==> src/regex_pkg.sv <==
package regex_pkg;

    // datapath widths
    localparam int PC_WIDTH       = 8;
    localparam int CHAR_WIDTH     = 8;
    localparam int MEM_WIDTH      = 16;
    localparam int MEM_ADDR_WIDTH = 11;

    // instruction format taken from the low bits of a memory word
    localparam int OPCODE_WIDTH = 3;
    localparam int DATA_WIDTH   = 8;
    localparam int INSTR_WIDTH  = OPCODE_WIDTH + DATA_WIDTH;

    // field positions inside an instruction
    localparam int OPCODE_MSB = INSTR_WIDTH - 1;
    localparam int OPCODE_LSB = DATA_WIDTH;
    localparam int DATA_MSB   = DATA_WIDTH - 1;
    localparam int DATA_LSB   = 0;

    // each output buffer holds 2**FIFO_DEPTH_LOG2 entries
    localparam int FIFO_DEPTH_LOG2 = 2;

    // bytecode opcodes
    typedef enum logic [OPCODE_WIDTH-1:0] {
        ACCEPT                = 3'd0,
        ACCEPT_PARTIAL        = 3'd1,
        SPLIT                 = 3'd2,
        MATCH                 = 3'd3,
        MATCH_ANY             = 3'd4,
        JMP                   = 3'd5,
        END_WITHOUT_ACCEPTING = 3'd6
    } opcode_t;

endpackage
==> src/issue_if.sv <==
`timescale 1ns/100ps

// fetched instruction handed from the fetch slot to execute stage 1
interface issue_if;
    import regex_pkg::*;

    logic                   valid;
    logic [PC_WIDTH-1:0]    pc;
    logic [INSTR_WIDTH-1:0] instr;
    // stage 1 will be free at the next edge
    logic                   take;

    modport fetch (
        output valid,
        output pc,
        output instr,
        input  take
    );

    modport exec (
        input  valid,
        input  pc,
        input  instr,
        output take
    );

endinterface

==> src/pc_stream_if.sv <==
`timescale 1ns/100ps

// one stream of continuation PCs with a ready/valid handshake
interface pc_stream_if;
    import regex_pkg::*;

    logic                valid;
    logic                ready;
    logic [PC_WIDTH-1:0] pc;
    // high when the PC belongs to the current character
    logic                to_current;

    modport source (
        output valid,
        output pc,
        output to_current,
        input  ready
    );

    modport sink (
        input  valid,
        input  pc,
        input  to_current,
        output ready
    );

endinterface

==> src/regex_cpu_top.sv <==
`timescale 1ns/100ps

module regex_cpu_top (
    input  logic                                 clk,
    input  logic                                 reset,
    input  logic [regex_pkg::CHAR_WIDTH-1:0]     current_character,
    input  logic                                 input_pc_valid,
    input  logic [regex_pkg::PC_WIDTH-1:0]       input_pc,
    output logic                                 input_pc_ready,
    output logic                                 memory_valid,
    output logic [regex_pkg::MEM_ADDR_WIDTH-1:0] memory_addr,
    input  logic                                 memory_ready,
    input  logic [regex_pkg::MEM_WIDTH-1:0]      memory_data,
    output logic                                 output_pc_valid,
    output logic [regex_pkg::PC_WIDTH-1:0]       output_pc,
    output logic                                 output_pc_is_directed_to_current,
    input  logic                                 output_pc_ready,
    output logic                                 accepts,
    output logic                                 running
);

    logic exec_busy;

    issue_if     issue_bus ();
    // stage outputs into the buffers, and buffers into the merge
    pc_stream_if s1_bus ();
    pc_stream_if s2_bus ();
    pc_stream_if q0_bus ();
    pc_stream_if q1_bus ();

    regex_fetch fetch_i (
        .clk            (clk),
        .reset          (reset),
        .input_pc_valid (input_pc_valid),
        .input_pc       (input_pc),
        .input_pc_ready (input_pc_ready),
        .memory_valid   (memory_valid),
        .memory_addr    (memory_addr),
        .memory_ready   (memory_ready),
        .memory_data    (memory_data),
        .issue          (issue_bus.fetch)
    );

    regex_execute execute_i (
        .clk               (clk),
        .reset             (reset),
        .current_character (current_character),
        .issue             (issue_bus.exec),
        .out1              (s1_bus.source),
        .out2              (s2_bus.source),
        .accepts           (accepts),
        .busy              (exec_busy)
    );

    pc_fifo fifo0 (.clk(clk), .reset(reset), .wr(s1_bus.sink), .rd(q0_bus.source));
    pc_fifo fifo1 (.clk(clk), .reset(reset), .wr(s2_bus.sink), .rd(q1_bus.source));

    pc_arbiter_rr arbiter_i (
        .clk            (clk),
        .reset          (reset),
        .in0            (q0_bus.sink),
        .in1            (q1_bus.sink),
        .out_valid      (output_pc_valid),
        .out_pc         (output_pc),
        .out_to_current (output_pc_is_directed_to_current),
        .out_ready      (output_pc_ready)
    );

    // work is pending anywhere from the fetch slot to the buffers
    assign running = exec_busy || issue_bus.valid || q0_bus.valid || q1_bus.valid;

endmodule

==> src/pc_arbiter_rr.sv <==
`timescale 1ns/100ps

module pc_arbiter_rr (
    input  logic                           clk,
    input  logic                           reset,
    pc_stream_if.sink                      in0,
    pc_stream_if.sink                      in1,
    output logic                           out_valid,
    output logic [regex_pkg::PC_WIDTH-1:0] out_pc,
    output logic                           out_to_current,
    input  logic                           out_ready
);

    // prio low favours in0
    logic prio;
    // grant held while the output waits, so its data stays put
    logic held;
    logic held_sel;
    logic sel;
    logic xfer;

    always_comb
    begin
        if (held)
            sel = held_sel;
        else
            sel = in1.valid && (prio || !in0.valid);
    end

    assign out_valid      = sel ? in1.valid : in0.valid;
    assign out_pc         = sel ? in1.pc : in0.pc;
    assign out_to_current = sel ? in1.to_current : in0.to_current;

    assign in0.ready = !sel && out_ready;
    assign in1.ready = sel && out_ready;
    assign xfer      = out_valid && out_ready;

    always_ff @(posedge clk)
    begin
        if (reset)
        begin
            prio     <= 1'b0;
            held     <= 1'b0;
            held_sel <= 1'b0;
        end
        else if (xfer)
        begin
            // favour the other stream next time
            prio <= !sel;
            held <= 1'b0;
        end
        else if (out_valid)
        begin
            held     <= 1'b1;
            held_sel <= sel;
        end
    end

endmodule

==> src/pc_fifo.sv <==
`timescale 1ns/100ps

module pc_fifo (
    input  logic        clk,
    input  logic        reset,
    pc_stream_if.sink   wr,
    pc_stream_if.source rd
);
    import regex_pkg::*;

    localparam int DEPTH = 2 ** FIFO_DEPTH_LOG2;

    // each entry is {pc, to_current}
    logic [PC_WIDTH:0]          mem [DEPTH];
    logic [FIFO_DEPTH_LOG2-1:0] wr_ptr;
    logic [FIFO_DEPTH_LOG2-1:0] rd_ptr;
    logic [FIFO_DEPTH_LOG2:0]   count;
    logic                       do_wr;
    logic                       do_rd;

    assign wr.ready = (count != (FIFO_DEPTH_LOG2 + 1)'(DEPTH));
    assign rd.valid = (count != '0);

    assign do_wr = wr.valid && wr.ready;
    assign do_rd = rd.valid && rd.ready;

    assign rd.pc         = mem[rd_ptr][PC_WIDTH:1];
    assign rd.to_current = mem[rd_ptr][0];

    always_ff @(posedge clk)
    begin
        if (reset)
        begin
            wr_ptr <= '0;
            rd_ptr <= '0;
            count  <= '0;
        end
        else
        begin
            if (do_wr)
                wr_ptr <= wr_ptr + 1'b1;
            if (do_rd)
                rd_ptr <= rd_ptr + 1'b1;
            // read and write together leave the occupancy as it is
            if (do_wr && !do_rd)
                count <= count + 1'b1;
            else if (do_rd && !do_wr)
                count <= count - 1'b1;
        end
    end

    // storage
    always_ff @(posedge clk)
    begin
        if (do_wr)
            mem[wr_ptr] <= {wr.pc, wr.to_current};
    end

endmodule

==> src/regex_execute.sv <==
`timescale 1ns/100ps

module regex_execute (
    input  logic                             clk,
    input  logic                             reset,
    input  logic [regex_pkg::CHAR_WIDTH-1:0] current_character,
    issue_if.exec                            issue,
    pc_stream_if.source                      out1,
    pc_stream_if.source                      out2,
    output logic                             accepts,
    output logic                             busy
);
    import regex_pkg::*;

    // stage 1 state
    logic                   s1_valid;
    logic [PC_WIDTH-1:0]    s1_pc;
    logic [INSTR_WIDTH-1:0] s1_instr;

    // stage 2 only ever holds the second target of a SPLIT
    logic                   s2_valid;
    logic [DATA_WIDTH-1:0]  s2_target;

    opcode_t                s1_op;
    logic [DATA_WIDTH-1:0]  s1_data;
    logic                   s1_emit;
    logic [PC_WIDTH-1:0]    s1_next_pc;
    logic                   s1_next_cur;
    logic                   s1_split;

    logic                   s2_adv;
    logic                   s2_free;
    logic                   s1_blocked;
    logic                   s1_adv;

    assign s1_op   = opcode_t'(s1_instr[OPCODE_MSB:OPCODE_LSB]);
    assign s1_data = s1_instr[DATA_MSB:DATA_LSB];

    // stage 1 decode
    always_comb
    begin
        s1_emit     = 1'b0;
        s1_next_pc  = s1_pc + PC_WIDTH'(1);
        s1_next_cur = 1'b1;
        s1_split    = 1'b0;
        accepts     = 1'b0;
        if (s1_valid)
        begin
            case (s1_op)
                ACCEPT:
                    accepts = (current_character == '0);
                ACCEPT_PARTIAL:
                    accepts = 1'b1;
                SPLIT:
                begin
                    // pc+1 leaves here, the data target leaves from stage 2
                    s1_emit  = 1'b1;
                    s1_split = 1'b1;
                end
                MATCH:
                begin
                    s1_emit     = (current_character == s1_data);
                    s1_next_cur = 1'b0;
                end
                MATCH_ANY:
                begin
                    s1_emit     = 1'b1;
                    s1_next_cur = 1'b0;
                end
                JMP:
                begin
                    s1_emit    = 1'b1;
                    s1_next_pc = s1_data;
                end
                default:
                begin
                    // END_WITHOUT_ACCEPTING and unused codes retire silently
                end
            endcase
        end
    end

    // stall chain evaluated from the last stage backwards
    assign s2_adv  = s2_valid && out2.ready;
    assign s2_free = !s2_valid || s2_adv;

    // a SPLIT holds its first output back until stage 2 can take the second,
    // otherwise pc+1 would be written again on every stalled cycle
    assign s1_blocked = s1_split && !s2_free;
    assign s1_adv     = s1_valid && !s1_blocked && (!s1_emit || out1.ready);

    assign issue.take = !s1_valid || s1_adv;

    assign out1.valid      = s1_emit && !s1_blocked;
    assign out1.pc         = s1_next_pc;
    assign out1.to_current = s1_next_cur;

    assign out2.valid      = s2_valid;
    assign out2.pc         = s2_target;
    assign out2.to_current = 1'b1;

    assign busy = s1_valid || s2_valid;

    always_ff @(posedge clk)
    begin
        if (reset)
        begin
            s1_valid <= 1'b0;
            s2_valid <= 1'b0;
        end
        else
        begin
            if (issue.take)
                s1_valid <= issue.valid;
            if (s1_adv && s1_split)
                s2_valid <= 1'b1;
            else if (s2_adv)
                s2_valid <= 1'b0;
        end
    end

    always_ff @(posedge clk)
    begin
        if (issue.take && issue.valid)
        begin
            s1_pc    <= issue.pc;
            s1_instr <= issue.instr;
        end
        if (s1_adv && s1_split)
            s2_target <= s1_data;
    end

endmodule

==> src/regex_fetch.sv <==
`timescale 1ns/100ps

module regex_fetch (
    input  logic                                 clk,
    input  logic                                 reset,
    input  logic                                 input_pc_valid,
    input  logic [regex_pkg::PC_WIDTH-1:0]       input_pc,
    output logic                                 input_pc_ready,
    output logic                                 memory_valid,
    output logic [regex_pkg::MEM_ADDR_WIDTH-1:0] memory_addr,
    input  logic                                 memory_ready,
    input  logic [regex_pkg::MEM_WIDTH-1:0]      memory_data,
    issue_if.fetch                               issue
);
    import regex_pkg::*;

    logic                   slot_valid;
    logic                   has_to_save;
    logic [PC_WIDTH-1:0]    slot_pc;
    logic [INSTR_WIDTH-1:0] slot_instr;
    logic [INSTR_WIDTH-1:0] instr_next;
    logic                   slot_moves;
    logic                   slot_free;
    logic                   accept;

    // the slot can be refilled when empty or when stage 1 takes it now
    assign slot_moves = slot_valid && issue.take;
    assign slot_free  = !slot_valid || slot_moves;

    assign memory_valid   = input_pc_valid && slot_free;
    assign memory_addr    = {{(MEM_ADDR_WIDTH - PC_WIDTH){1'b0}}, input_pc};
    assign accept         = memory_valid && memory_ready;
    assign input_pc_ready = accept;

    // memory word is only valid in the cycle after acceptance
    assign instr_next = has_to_save ? memory_data[INSTR_WIDTH-1:0] : slot_instr;

    assign issue.valid = slot_valid;
    assign issue.pc    = slot_pc;
    assign issue.instr = instr_next;

    always_ff @(posedge clk)
    begin
        if (reset)
        begin
            slot_valid  <= 1'b0;
            has_to_save <= 1'b0;
        end
        else
        begin
            has_to_save <= accept;
            if (accept)
                slot_valid <= 1'b1;
            else if (slot_moves)
                slot_valid <= 1'b0;
        end
    end

    always_ff @(posedge clk)
    begin
        slot_instr <= instr_next;
        if (accept)
            slot_pc <= input_pc;
    end

endmodule

==> config.mk <==
export PLATFORM = sky130hd
export DESIGN_NAME = regex_cpu_top
export DESIGN_NICKNAME = d
export VERILOG_FILES = /design/src/regex_pkg.sv /design/src/issue_if.sv /design/src/pc_stream_if.sv /design/src/regex_cpu_top.sv /design/src/pc_arbiter_rr.sv /design/src/pc_fifo.sv /design/src/regex_execute.sv /design/src/regex_fetch.sv
export SDC_FILE = /design/constraint.sdc
export NUM_CORES = 1
export LEC_CHECK = 0
export BUFFER_PORTS_ARGS = -buffer_cell sky130_fd_sc_hd__buf_2
export CAP_MARGIN = 5
export CORE_ASPECT_RATIO = 1.75
export CORE_MARGIN = 1.5
export CORE_UTILIZATION = 50
export DETAILED_ROUTE_END_ITERATION = 8
export PLACE_DENSITY = 0.81
export SYNTH_ARGS = -nofsm -noshare
export SYNTH_HDL_FRONTEND = slang
export SYNTH_SLANG_ARGS = --single-unit
==> constraint.sdc <==
create_clock -name clk -period 2.7 [get_ports clk]
set_input_delay 0.54 -clock clk [delete_from_list [all_inputs] [get_ports clk]]
set_output_delay 0.54 -clock clk [all_outputs]
set_load 0.05 [all_outputs]
==> results of run 1 <==
-- what timing repair did --
action / in CTS / in global routing
endpoints found under the hold margin: 0 / 0
setup endpoints to repair: 12 / 13
pin swaps: 4 / 5
gates resized for setup: 18 / 28
setup buffers: 3 / 1
cloned: 0 / 1
-- power by group --
group,internal (mW),total [mW],switching [mW]
logic,0.317,0.811,0.494
clock network,1.53,2.36,0.833
registers,2.39,2.46,0.0773
-- cells by family after synthesis --
family,count (synthesis)
mux,42
other cells,1
buf+inv,30
fa+ha+maj,13
flops,139
compound gates,36
simple gates,83
xor+xnor,23
-- registers in the layout, summed over array words and instances, names as in the netlist, 3 cells and up, named ones only --
register,flops
execute_i.s1_pc,8
fifo0.count,3
fetch_i.slot_instr,11
execute_i.out2.pc,8
fifo1.count,3
fifo0.mem,36
execute_i.s1_instr,11
fifo1.mem,32
fetch_i.issue.pc,8
-- area by class of cell --
class	instances	area (µm²)	share of cell area [%]
multi-input combinational	200	1810	26.0
clock inverter	13	175	2.52
inverter	10	37.5	0.540
timing repair buffer	75	520	7.49
tap	132	165	2.38
clock buffer	18	429	6.18
sequential	139	3820	54.9
-- worst reg2reg max path, stage by stage (launching register included) --
cell and delay (ns):
edfxtp_1 0.45, xor2_2 0.20, nor4_4 0.33, a21oi_2 0.13, a2111oi_4 0.29, ha_2 0.26
inv_2 0.04, fa_2 0.32, xor2_1 0.17, or3_1 0.31, a21oi_1 0.15
-- stage by stage --
stage / utilization (%) / cell area, µm²
after floorplan: - / 5720
after global placement: 55.5 / 6160
final: 62.6 / 6950
after detailed placement: 55.5 / 6160
after global routing: 62.6 / 6950
after CTS: 61.7 / 6860
-- worst paths after layout --
kind | end
hold / removal | fetch_i.issue.pc[4]$_DFFE_PP_
hold reg to reg | execute_i.s1_pc[0]$_DFFE_PP_
setup / recovery | fifo0.count[2]$_SDFFE_PP0P_
setup reg to reg | fifo0.count[2]$_SDFFE_PP0P_
-- synth_stat cells (all sizes together), types with 2 or more instances --
| cell type | instances |
|---|---|
| edfxtp | 103 |
| dfxtp | 36 |
| nor2 | 31 |
| mux2 | 22 |
| a21oi | 21 |
| xor2 | 18 |
| mux4 | 17 |
| buf | 15 |
| ha | 11 |
| inv | 10 |
| and2 | 9 |
| nand2 | 8 |
| nand3 | 8 |
| o21ai | 6 |
| clkbuf | 5 |
| nor4 | 5 |
| xnor2 | 5 |
| nor3 | 4 |
| mux2i | 3 |
| nand2b | 3 |
| nor2b | 3 |
| or3 | 3 |
| and3 | 2 |
| fa | 2 |
| nand4 | 2 |
| nand4b | 2 |
-- routing by layer --
metal  track usage [%]  up-vias
met5                 0        -
met4              9.75        0
met3              5.02       19
met2              37.5       88
met1              18.1     1583
li1                  -     1508
==> metrics.csv, run 1 <==
metric;value;unit
synth.cell_area;5700;µm²
fin_cells;587;
cp_slowest_cell;edfxtp_1;
cts_tree;done;
fill_cells;818;
hold_violations;0;
place_ws;-0.239;ns
synthMuxAreaShare;11.6;%
antenna_found_initial;0;
path_class;reg2reg;
rsz0062_at_grt;yes;
critPathArrivalTime;3.05;ns
period_share;101;%
ys.flop_type;edfxtp_1;
cpPeakStageDelay;0.45;ns
synthAdderAreaFrac;3.12;%
violations;negative setup slack;
drt_first_pass_iters;4;
htreeDepth;4;
highest_layer;met4;
hold_path_class;in2reg;
met1Wirelength;3750;µm
ys_warn_count;0;
numCtsBuffers;17;
ys_types;45;
layout_common_cells;edfxtp_1 (103), buf_2 (42), dfxtp_1 (34);
fin_crit;2.72;ns
fin_hold_ws;0.319;ns
synth_compound_area_share;4.12;%
die_x;83.7;µm
via_per_inst;5.45;
drt-wirelength-per-cell;18.8;µm
clk_pin_slew;0.06;ns
gp_congestion;0.841;
postSynthCellCount;367;
ir_drop;0.764;mV
dpl.cell_count;552;
fmax;368;MHz
synth_edf_count;103;
startpoint_type;flop;
cp_top_family;simple AND/OR/NAND/NOR gates;
clk-insertion-delay-late;0.41;ns
grt.overflow.total;0;
reg2reg_setup_slack;-0.02;ns
status;finished with violations;
crit_path_end_kind;flop;
reg2regPathDepth;10;
timing.final.max_slew_violations;0;
drv_cap;0;
diodes;0;
async_reset_ff_share;0;%
final_common_cell;edfxtp_1;
io_buffers;53;
drive_gt1_share;36.7;%
initial_core_util;51.4;%
ys_seq_area_share;66.9;%
p_leak;2.49;nW
worst_pin_slew;0.656;ns
cp.depth;10;
crit_chain;xor2_2 -> nor4_4 -> a21oi_2 -> a2111oi_4 -> ha_2 -> inv_2 -> fa_2 -> xor2_1 -> or3_1 -> a21oi_1;
cts.sinks;139;
nets;493;
powerDensity;812;nW/µm²
netlist_top_cells_area;edfxtp_1 (54%), dfxtp_1 (13%), mux4_2 (6.7%);
startpoint;execute_i.s1_instr[4]$_DFFE_PP_;
hp-start;input_pc[4];
die-area;12100;µm²
met3_length;353;µm
grt_max_degree;26;
ys_seq_elements;139;
syn_to_final_growth;21.9;%
r2r-start;execute_i.s1_instr[4]$_DFFE_PP_;
finalWirelength;11000;µm
fin_worst_skew;0.00996;ns
crit_required;3.03;ns
fin_ws;-0.0153;ns
drtIter0Drc;224;
yosys.area.top_type_share;54.2;%
drc_errors;0;
dp_hpwl;7650;µm
max_slew_margin;56.1;%
die-height;144;µm
cts_root_buf;clkbuf_16;
synth_xor_area_share;3.53;%
setup_tns;-0.0153;ns
avgSynthCellArea;15.5;µm²
rows;51;
grt_pass1_vias;3443;
setup_viol;1;
wl_met2;6590;µm
track_usage;19.2;%
min_path_cells;1;
grt_pass1_wl;17100;µm
cts_hold_buffers;0;
finalPower;5.64;mW
ios;62;
via_count;3198;
synthSimpleGateAreaFrac;7.92;%
critPathMaxFanout;2;
path_buf_inv;1;
synth_top_cell_by_area;edfxtp_1;
ant_nets;0;
cts_buffer_depth;2;
core-area;11100;µm²
synth_top_family_by_area;multiplexers;
Power figures use the tool's default switching activity.
==> inputs of run 2 (changes only) <==
--- a/config.mk
+++ b/config.mk
@@ -7,11 +7,11 @@
 export LEC_CHECK = 0
 export BUFFER_PORTS_ARGS = -buffer_cell sky130_fd_sc_hd__buf_2
 export CAP_MARGIN = 5
-export CORE_ASPECT_RATIO = 1.75
 export CORE_MARGIN = 1.5
 export CORE_UTILIZATION = 50
 export DETAILED_ROUTE_END_ITERATION = 8
 export PLACE_DENSITY = 0.81
+export RECOVER_POWER = 25
 export SYNTH_ARGS = -nofsm -noshare
 export SYNTH_HDL_FRONTEND = slang
 export SYNTH_SLANG_ARGS = --single-unit
==> run 2 against run 1 <==
The flow still finishes with violations (negative setup slack). Die area is 0.20% lower. Worst setup slack got worse by 0.026 ns. Design area shrank 0.23%. Register-to-register slack worse by 0.03 ns. Flip-flop and latch count unchanged. First-iteration DRC count decreased by 29%. Global-route usage fell by 0.051 points. Cell count grew 2.6%. Sequential share of layout area is 0.11 points higher. Power is 2.6% lower. Combinational power shrank 3.7%. Sequential power barely moved. Highest routed layer unchanged.
==> metrics.csv, run 2 (synthesized netlist as in run 1, its figures left out) <==
metric;value;unit;change
register_area;3810;µm²;was 3820 µm²
hold_path_class;in2reg;;unchanged
drt_first_pass_iters;4;;unchanged
initial_core_util;51.9;%;was 51.4%
cpMostUsedCell;a21oi_2;;
ant_nets;0;;unchanged
hold_violations;0;;unchanged
drtIter0Drc;158;;was 224
cpPeakStageDelay;0.44;ns;was 0.45 ns
antenna_found_initial;0;;unchanged
regMostFlops;fifo0.mem;;unchanged
setup_viol;2;;was 1
ir_drop;0.418;mV;was 0.764 mV
worst_pin_slew;0.662;ns;was 0.656 ns
grt_pass1_vias;3277;;was 3443
startpoint_type;flop;;unchanged
via_count;3222;;was 3198
grt_max_degree;26;;unchanged
startpoint;execute_i.s1_instr[7]$_DFFE_PP_;;was execute_i.s1_instr[4]$_DFFE_PP_
die-height;110;µm;was 144 µm
gp_congestion;0.813;;was 0.841
path_class;reg2reg;;unchanged
crit_required;3.04;ns;was 3.03 ns
largest_register_ffs;36;;unchanged
fin_area;6930;µm²;was 6950 µm²
dp_hpwl;7000;µm;was 7650 µm
fin_worst_skew;0.0118;ns;was 0.00996 ns
reg2reg_setup_slack;-0.04;ns;was -0.02 ns
drv_cap;0;;unchanged
drt-wirelength-per-cell;17.6;µm;was 18.8 µm
core-area;11000;µm²;was 11100 µm²
track_usage;19.2;%;about the same
cts_root_buf;clkbuf_16;;unchanged
critPathArrivalTime;3.08;ns;was 3.05 ns
fin_ws;-0.0414;ns;was -0.0153 ns
crit_end;fifo0.count[2]$_SDFFE_PP0P_;;unchanged
period_share;102;%;was 101%
multi_input_area;1840;µm²;was 1810 µm²
layout_common_cells;edfxtp_1 (103), buf_2 (47), dfxtp_1 (35);;was edfxtp_1 (103), buf_2 (42), dfxtp_1 (34)
finalPower;5.49;mW;was 5.64 mW
numCtsBuffers;17;;unchanged
status;finished with violations;;unchanged
max_slew_margin;55.7;%;was 56.1%
cts_tree;done;;unchanged
diodes;0;;unchanged
fill_cells;749;;was 818
reg2regPathDepth;10;;unchanged
syn_to_final_growth;21.6;%;was 21.9%
hp-start;input_pc[4];;unchanged
reg.largest.list;fifo0.mem (36), fifo1.mem (32);;unchanged
place_area;6170;µm²;was 6160 µm²
r2r-start;execute_i.s1_instr[7]$_DFFE_PP_;;was execute_i.s1_instr[4]$_DFFE_PP_
htreeDepth;4;;unchanged
fmax;365;MHz;was 368 MHz
violations;negative setup slack;;unchanged
clk_pin_slew;0.06;ns;about the same
timing.final.max_slew_violations;0;;unchanged
drive_gt1_share;37.9;%;was 36.7%
cts.sinks;139;;unchanged
cp_slowest_cell;edfxtp_1;;unchanged
nets;499;;was 493
ios;62;;unchanged
crit_path_end_kind;flop;;unchanged
grt_pass1_wl;16600;µm;was 17100 µm
final_common_cell;edfxtp_1;;unchanged
fin_crit;2.74;ns;was 2.72 ns
die_x;110;µm;was 83.7 µm
rsz0062_at_grt;yes;;unchanged
finalWirelength;10600;µm;was 11000 µm
crit_chain;xor2_2 -> nor4_4 -> a21oi_2 -> a2111oi_4 -> ha_2 -> inv_2 -> fa_2 -> xor2_1 -> or3_1 -> a21oi_2;;was xor2_2 -> nor4_4 -> a21oi_2 -> a2111oi_4 -> ha_2 -> inv_2 -> fa_2 -> xor2_1 -> or3_1 -> a21oi_1
via_per_inst;5.35;;was 5.45
p_leak;2.46;nW;was 2.49 nW
rows;38;;was 51
grt.overflow.total;0;;unchanged
io_buffers;53;;unchanged
cts_buffer_depth;2;;unchanged
drc_errors;0;;unchanged
clk-insertion-delay-late;0.42;ns;was 0.41 ns
worstReg2RegEnd;fifo0.count[2]$_SDFFE_PP0P_;;unchanged
critPathMaxFanout;2;;unchanged
die-area;12100;µm²;about the same
powerDensity;792;nW/µm²;was 812 nW/µm²
-- run 2: cell types whose count changed in the layout (fill, tap and decap cells not counted), moves of 2 or more --
cell / previous run / this run
clkinv_1: 3 / 0
clkbuf_1: 1 / 6
buf_2: 42 / 47
clkinv_4: 2 / 4
clkinvlp_4: 1 / 3
xor2_2: 1 / 3
buf_6: 6 / 0
xor2_1: 17 / 15
clkbuf_4: 0 / 5
bufinv_16: 4 / 2
-- run 2: worst min path at each step --
stage | cells past startpoint | end | slack (ns)
after floorplan | 0 | execute_i.s1_pc[0]$_DFFE_PP_ | 0.40
after global placement | 0 | execute_i.s1_pc[1]$_DFFE_PP_ | 0.41
after detailed placement | 0 | execute_i.s1_pc[5]$_DFFE_PP_ | 0.41
after CTS | 1 | fetch_i.issue.pc[4]$_DFFE_PP_ | 0.30
after global routing | 1 | fetch_i.issue.pc[4]$_DFFE_PP_ | 0.29
final | 1 | fetch_i.issue.pc[4]$_DFFE_PP_ | 0.31
-- run 2: routing by layer --
layer	GRT usage, %	part of all wire [%]	up-vias
met1	23.1	43	1601
li1	-	-	1525
met2	33.6	52	81
met5	0	0	-
met3	3.91	3.8	15
met4	7.79	1.6	0
-- run 2: where the power goes --
part | internal [mW] | switching (mW)
Sequential | 2.39 | 0.0738
Clock | 1.37 | 0.884
Combinational | 0.300 | 0.481
-- run 2: cell type report --
class | count | area share [%]
flip-flops and latches | 139 | 55.0
multi-input cells | 201 | 26.6
repair buffers | 80 | 6.97
clock buffers | 19 | 6.24
well taps | 140 | 2.53
clock inverters | 13 | 2.09
inverters | 10 | 0.541
-- run 2: repair_timing --
item                                    4_1_cts  5_1_grt
endpoints found under the setup margin       12       13
cloned                                        0        1
endpoints found under the hold margin         0        0
hold buffers                                  0        0
gates resized for setup                      15       15
pin swaps                                     6        9
buffers inserted                              4        6
-- run 2: through the flow --
step / utilization (%) / hold WS [ns] / TNS (ns) / setup WS (ns) / instances
finish: 63.1 / 0.310 / -0.0476 / -0.0414 / 602
global route: 63.1 / 0.295 / -0.305 / -0.124 / 602
CTS: 62.2 / 0.304 / 0 / 0.00208 / 595
detailed placement: 56.2 / 0.407 / -0.182 / -0.182 / 559
global placement: 56.2 / 0.408 / -0.0874 / -0.0874 / 559
floorplan: - / 0.400 / -0.0604 / -0.0604 / 369
-- run 2: critical path, delay by kind of cell (launching register included) --
kind                     cells  cell delay, ns
AO/OA/AOI/OAI                3            0.59
AND/OR/NAND/NOR              2            0.64
adder cells (fa/ha/maj)      2            0.59
XOR/XNOR                     2            0.35
buffers and inverters        1            0.04
flip-flops                   1            0.44
==> inputs of run 3 (changes only) <==
==> constraint.sdc (replaced) <==
create_clock -name clk -period 2.7 [get_ports clk]
set_input_delay 0.54 -clock clk [delete_from_list [all_inputs] [get_ports clk]]
set_output_delay 0.54 -clock clk [all_outputs]
set_load 0.005 [all_outputs]
==> run 3 against run 2 <==
The run now ends clean. Cell count fell by 2.8%. Via count fell by 3.1%. Register-to-register slack improved by 0.09 ns. Critical path depth did not move. Worst setup slack improved by 0.086 ns. Die area did not move. Worst hold slack improved by 0.0061 ns. Sequential power barely moved. Global-route usage fell by 0.99 points. Critical path type unchanged. Largest cell class unchanged. Highest routed layer unchanged.
==> metrics.csv, run 3 (synthesized netlist as in run 1, its figures left out) <==
metric;value;unit;change
reg2regPathDepth;10;;unchanged
fin_crit;2.66;ns;was 2.74 ns
gp_congestion;0.768;;was 0.813
hold_path_class;in2reg;;unchanged
ant_nets;0;;unchanged
dp_hpwl;6850;µm;was 7000 µm
timing.final.max_slew_violations;0;;unchanged
drt_first_pass_iters;4;;unchanged
hold_violations;0;;unchanged
finalPower;5.26;mW;was 5.49 mW
hp-start;input_pc[5];;was input_pc[4]
p_int;4.04;mW;was 4.05 mW
reg2reg_setup_slack;0.04;ns;was -0.04 ns
via_count;3121;;was 3222
critPathMaxFanout;3;;was 2
fin_hold_ws;0.316;ns;was 0.310 ns
period_share;98.4;%;was 102%
cts_tree;done;;unchanged
finalWirelength;9780;µm;was 10600 µm
p_leak;2.38;nW;was 2.46 nW
rsz0062_at_grt;yes;;unchanged
startpoint_type;flop;;unchanged
min_path_cells;1;;unchanged
die-height;110;µm;unchanged
io_buffers;53;;unchanged
grt_pass1_wl;15600;µm;was 16600 µm
max_slew_margin;57.8;%;was 55.7%
ir_drop;0.531;mV;was 0.418 mV
crit_required;3.04;ns;about the same
via_per_inst;5.34;;was 5.35
crit_path_end_kind;flop;;unchanged
cts_root_buf;clkbuf_16;;unchanged
clk-insertion-delay-late;0.41;ns;was 0.42 ns
drt-wirelength-per-cell;16.7;µm;was 17.6 µm
critPathArrivalTime;2.99;ns;was 3.08 ns
worst_pin_slew;0.631;ns;was 0.662 ns
setup_viol;0;;was 2
holdPathEnd;fetch_i.issue.pc[5]$_DFFE_PP_;;was fetch_i.issue.pc[4]$_DFFE_PP_
syn_to_final_growth;18.5;%;was 21.6%
track_usage;18.2;%;was 19.2%
dpl.cell_count;551;;was 559
power_frac_clock;43.0;%;was 41.0%
status;finished clean;;was finished with violations
core-area;11000;µm²;unchanged
grt.overflow.total;0;;unchanged
cts_buffer_depth;2;;unchanged
cts.sinks;139;;unchanged
fin_cells;585;;was 602
cts_hold_buffers;0;;unchanged
diodes;0;;unchanged
p_comb_share;10.3;%;was 14.2%
setup_tns;0;ns;was -0.0476 ns
final_common_cell;edfxtp_1;;unchanged
drv_cap;0;;unchanged
fmax;377;MHz;was 365 MHz
grt_max_degree;26;;unchanged
antenna_found_initial;0;;unchanged
die-area;12100;µm²;unchanged
fin_worst_skew;0.00590;ns;was 0.0118 ns
reg.largest.list;fifo0.mem (36), fifo1.mem (32);;unchanged
path_class;reg2reg;;unchanged
r2r-start;execute_i.s1_instr[5]$_DFFE_PP_;;was execute_i.s1_instr[7]$_DFFE_PP_
nets;482;;was 499
grt_pass1_vias;3121;;was 3277
numCtsBuffers;17;;unchanged
die_x;110;µm;unchanged
initial_core_util;51.9;%;unchanged
largest_register_ffs;36;;unchanged
sw_frac_of_total;23.2;%;was 26.2%
drive_gt1_share;34.4;%;was 37.9%
pwr-share-seq;46.7;%;was 44.8%
regMostFlops;fifo0.mem;;unchanged
p_switching;1.22;mW;was 1.44 mW
worstReg2RegEnd;fifo0.count[2]$_SDFFE_PP0P_;;unchanged
powerDensity;778;nW/µm²;was 792 nW/µm²
clk_pin_slew;0.06;ns;about the same
layout_common_cells;edfxtp_1 (103), buf_2 (51), dfxtp_1 (36);;was edfxtp_1 (103), buf_2 (47), dfxtp_1 (35)
htreeDepth;4;;unchanged
rows;38;;unchanged
drc_errors;0;;unchanged
ios;62;;unchanged
fin_util;61.5;%;was 63.1%
drtIter0Drc;137;;was 158
[run 3: cell count changes in the layout (fill, tap and decap cells not counted), moves of 3 or more]
cell	change
inv_6	+4
clkinv_4	-3
mux2_1	+3
buf_2	+4
clkbuf_4	-4
clkbuf_1	-4
buf_4	-13
mux2_2	-3
[run 3: worst max path at each step]
stage	startpoint	to	slack (ns)	cells past startpoint
floorplan	current_character[0]	fifo0.count[2]$_SDFFE_PP0P_	0.002	10
global placement	current_character[2]	fifo0.count[2]$_SDFFE_PP0P_	-0.04	11
detailed placement	current_character[2]	fifo0.count[2]$_SDFFE_PP0P_	-0.14	11
CTS	execute_i.s1_instr[2]$_DFFE_PP_	fifo0.count[2]$_SDFFE_PP0P_	0.004	10
global route	execute_i.s1_instr[0]$_DFFE_PP_	fifo0.count[2]$_SDFFE_PP0P_	-0.11	10
finish	execute_i.s1_instr[5]$_DFFE_PP_	fifo0.count[2]$_SDFFE_PP0P_	0.04	10
[run 3: cell type report]
cell class / count / area, µm²
multi-input cells: 200 / 1790
flip-flops and latches: 139 / 3810
fillers: 809 / 4230
clock buffers: 17 / 425
well taps: 140 / 175
repair buffers: 64 / 349
inverters: 10 / 37.5
clock inverters: 15 / 164
[run 3: power by group through the flow]
stage | Sequential (mW) | Combinational [mW] | Clock [mW]
after floorplan | 2.47 | 0.372 | 0
after global placement | 2.49 | 0.516 | 0
after detailed placement | 2.50 | 0.535 | 0
after CTS | 2.46 | 0.547 | 2.30
after global routing | 2.47 | 0.607 | 2.40
final | 2.46 | 0.543 | 2.26
[run 3: what timing repair did]
| item | 4_1_cts | 5_1_grt |
|---|---|---|
| resized for setup | 4 | 6 |
| endpoints found under the hold margin | 0 | 0 |
| endpoints found under the setup margin | 11 | 10 |
| pin swaps | 0 | 6 |
| buffers inserted | 0 | 2 |
[run 3: critical path: stages (launching register included)]
cell and delay (ns):
edfxtp_1 0.45, xor2_1 0.22, nor4_4 0.31, a21oi_2 0.11
a2111oi_4 0.26, ha_2 0.25, inv_2 0.04, fa_2 0.35
xor2_1 0.16, or3_1 0.31, a21oi_1 0.12
[run 3: layer usage]
layer,track usage [%],vias to the layer above,routed length [µm]
met5,0,-,0
li1,-,1483,-
met3,5.57,11,475
met2,31.7,84,5040
met4,5.29,0,102
met1,21.7,1543,4160
[run 3: metrics by stage]
| stage | setup WS [ns] | instance area (µm²) |
|---|---|---|
| finish | 0.0442 | 6760 |
| global route | -0.107 | 6760 |
| CTS | 0.00388 | 6730 |
| detailed placement | -0.140 | 6120 |
| global placement | -0.0372 | 6120 |
| floorplan | 0.00188 | 5730 |
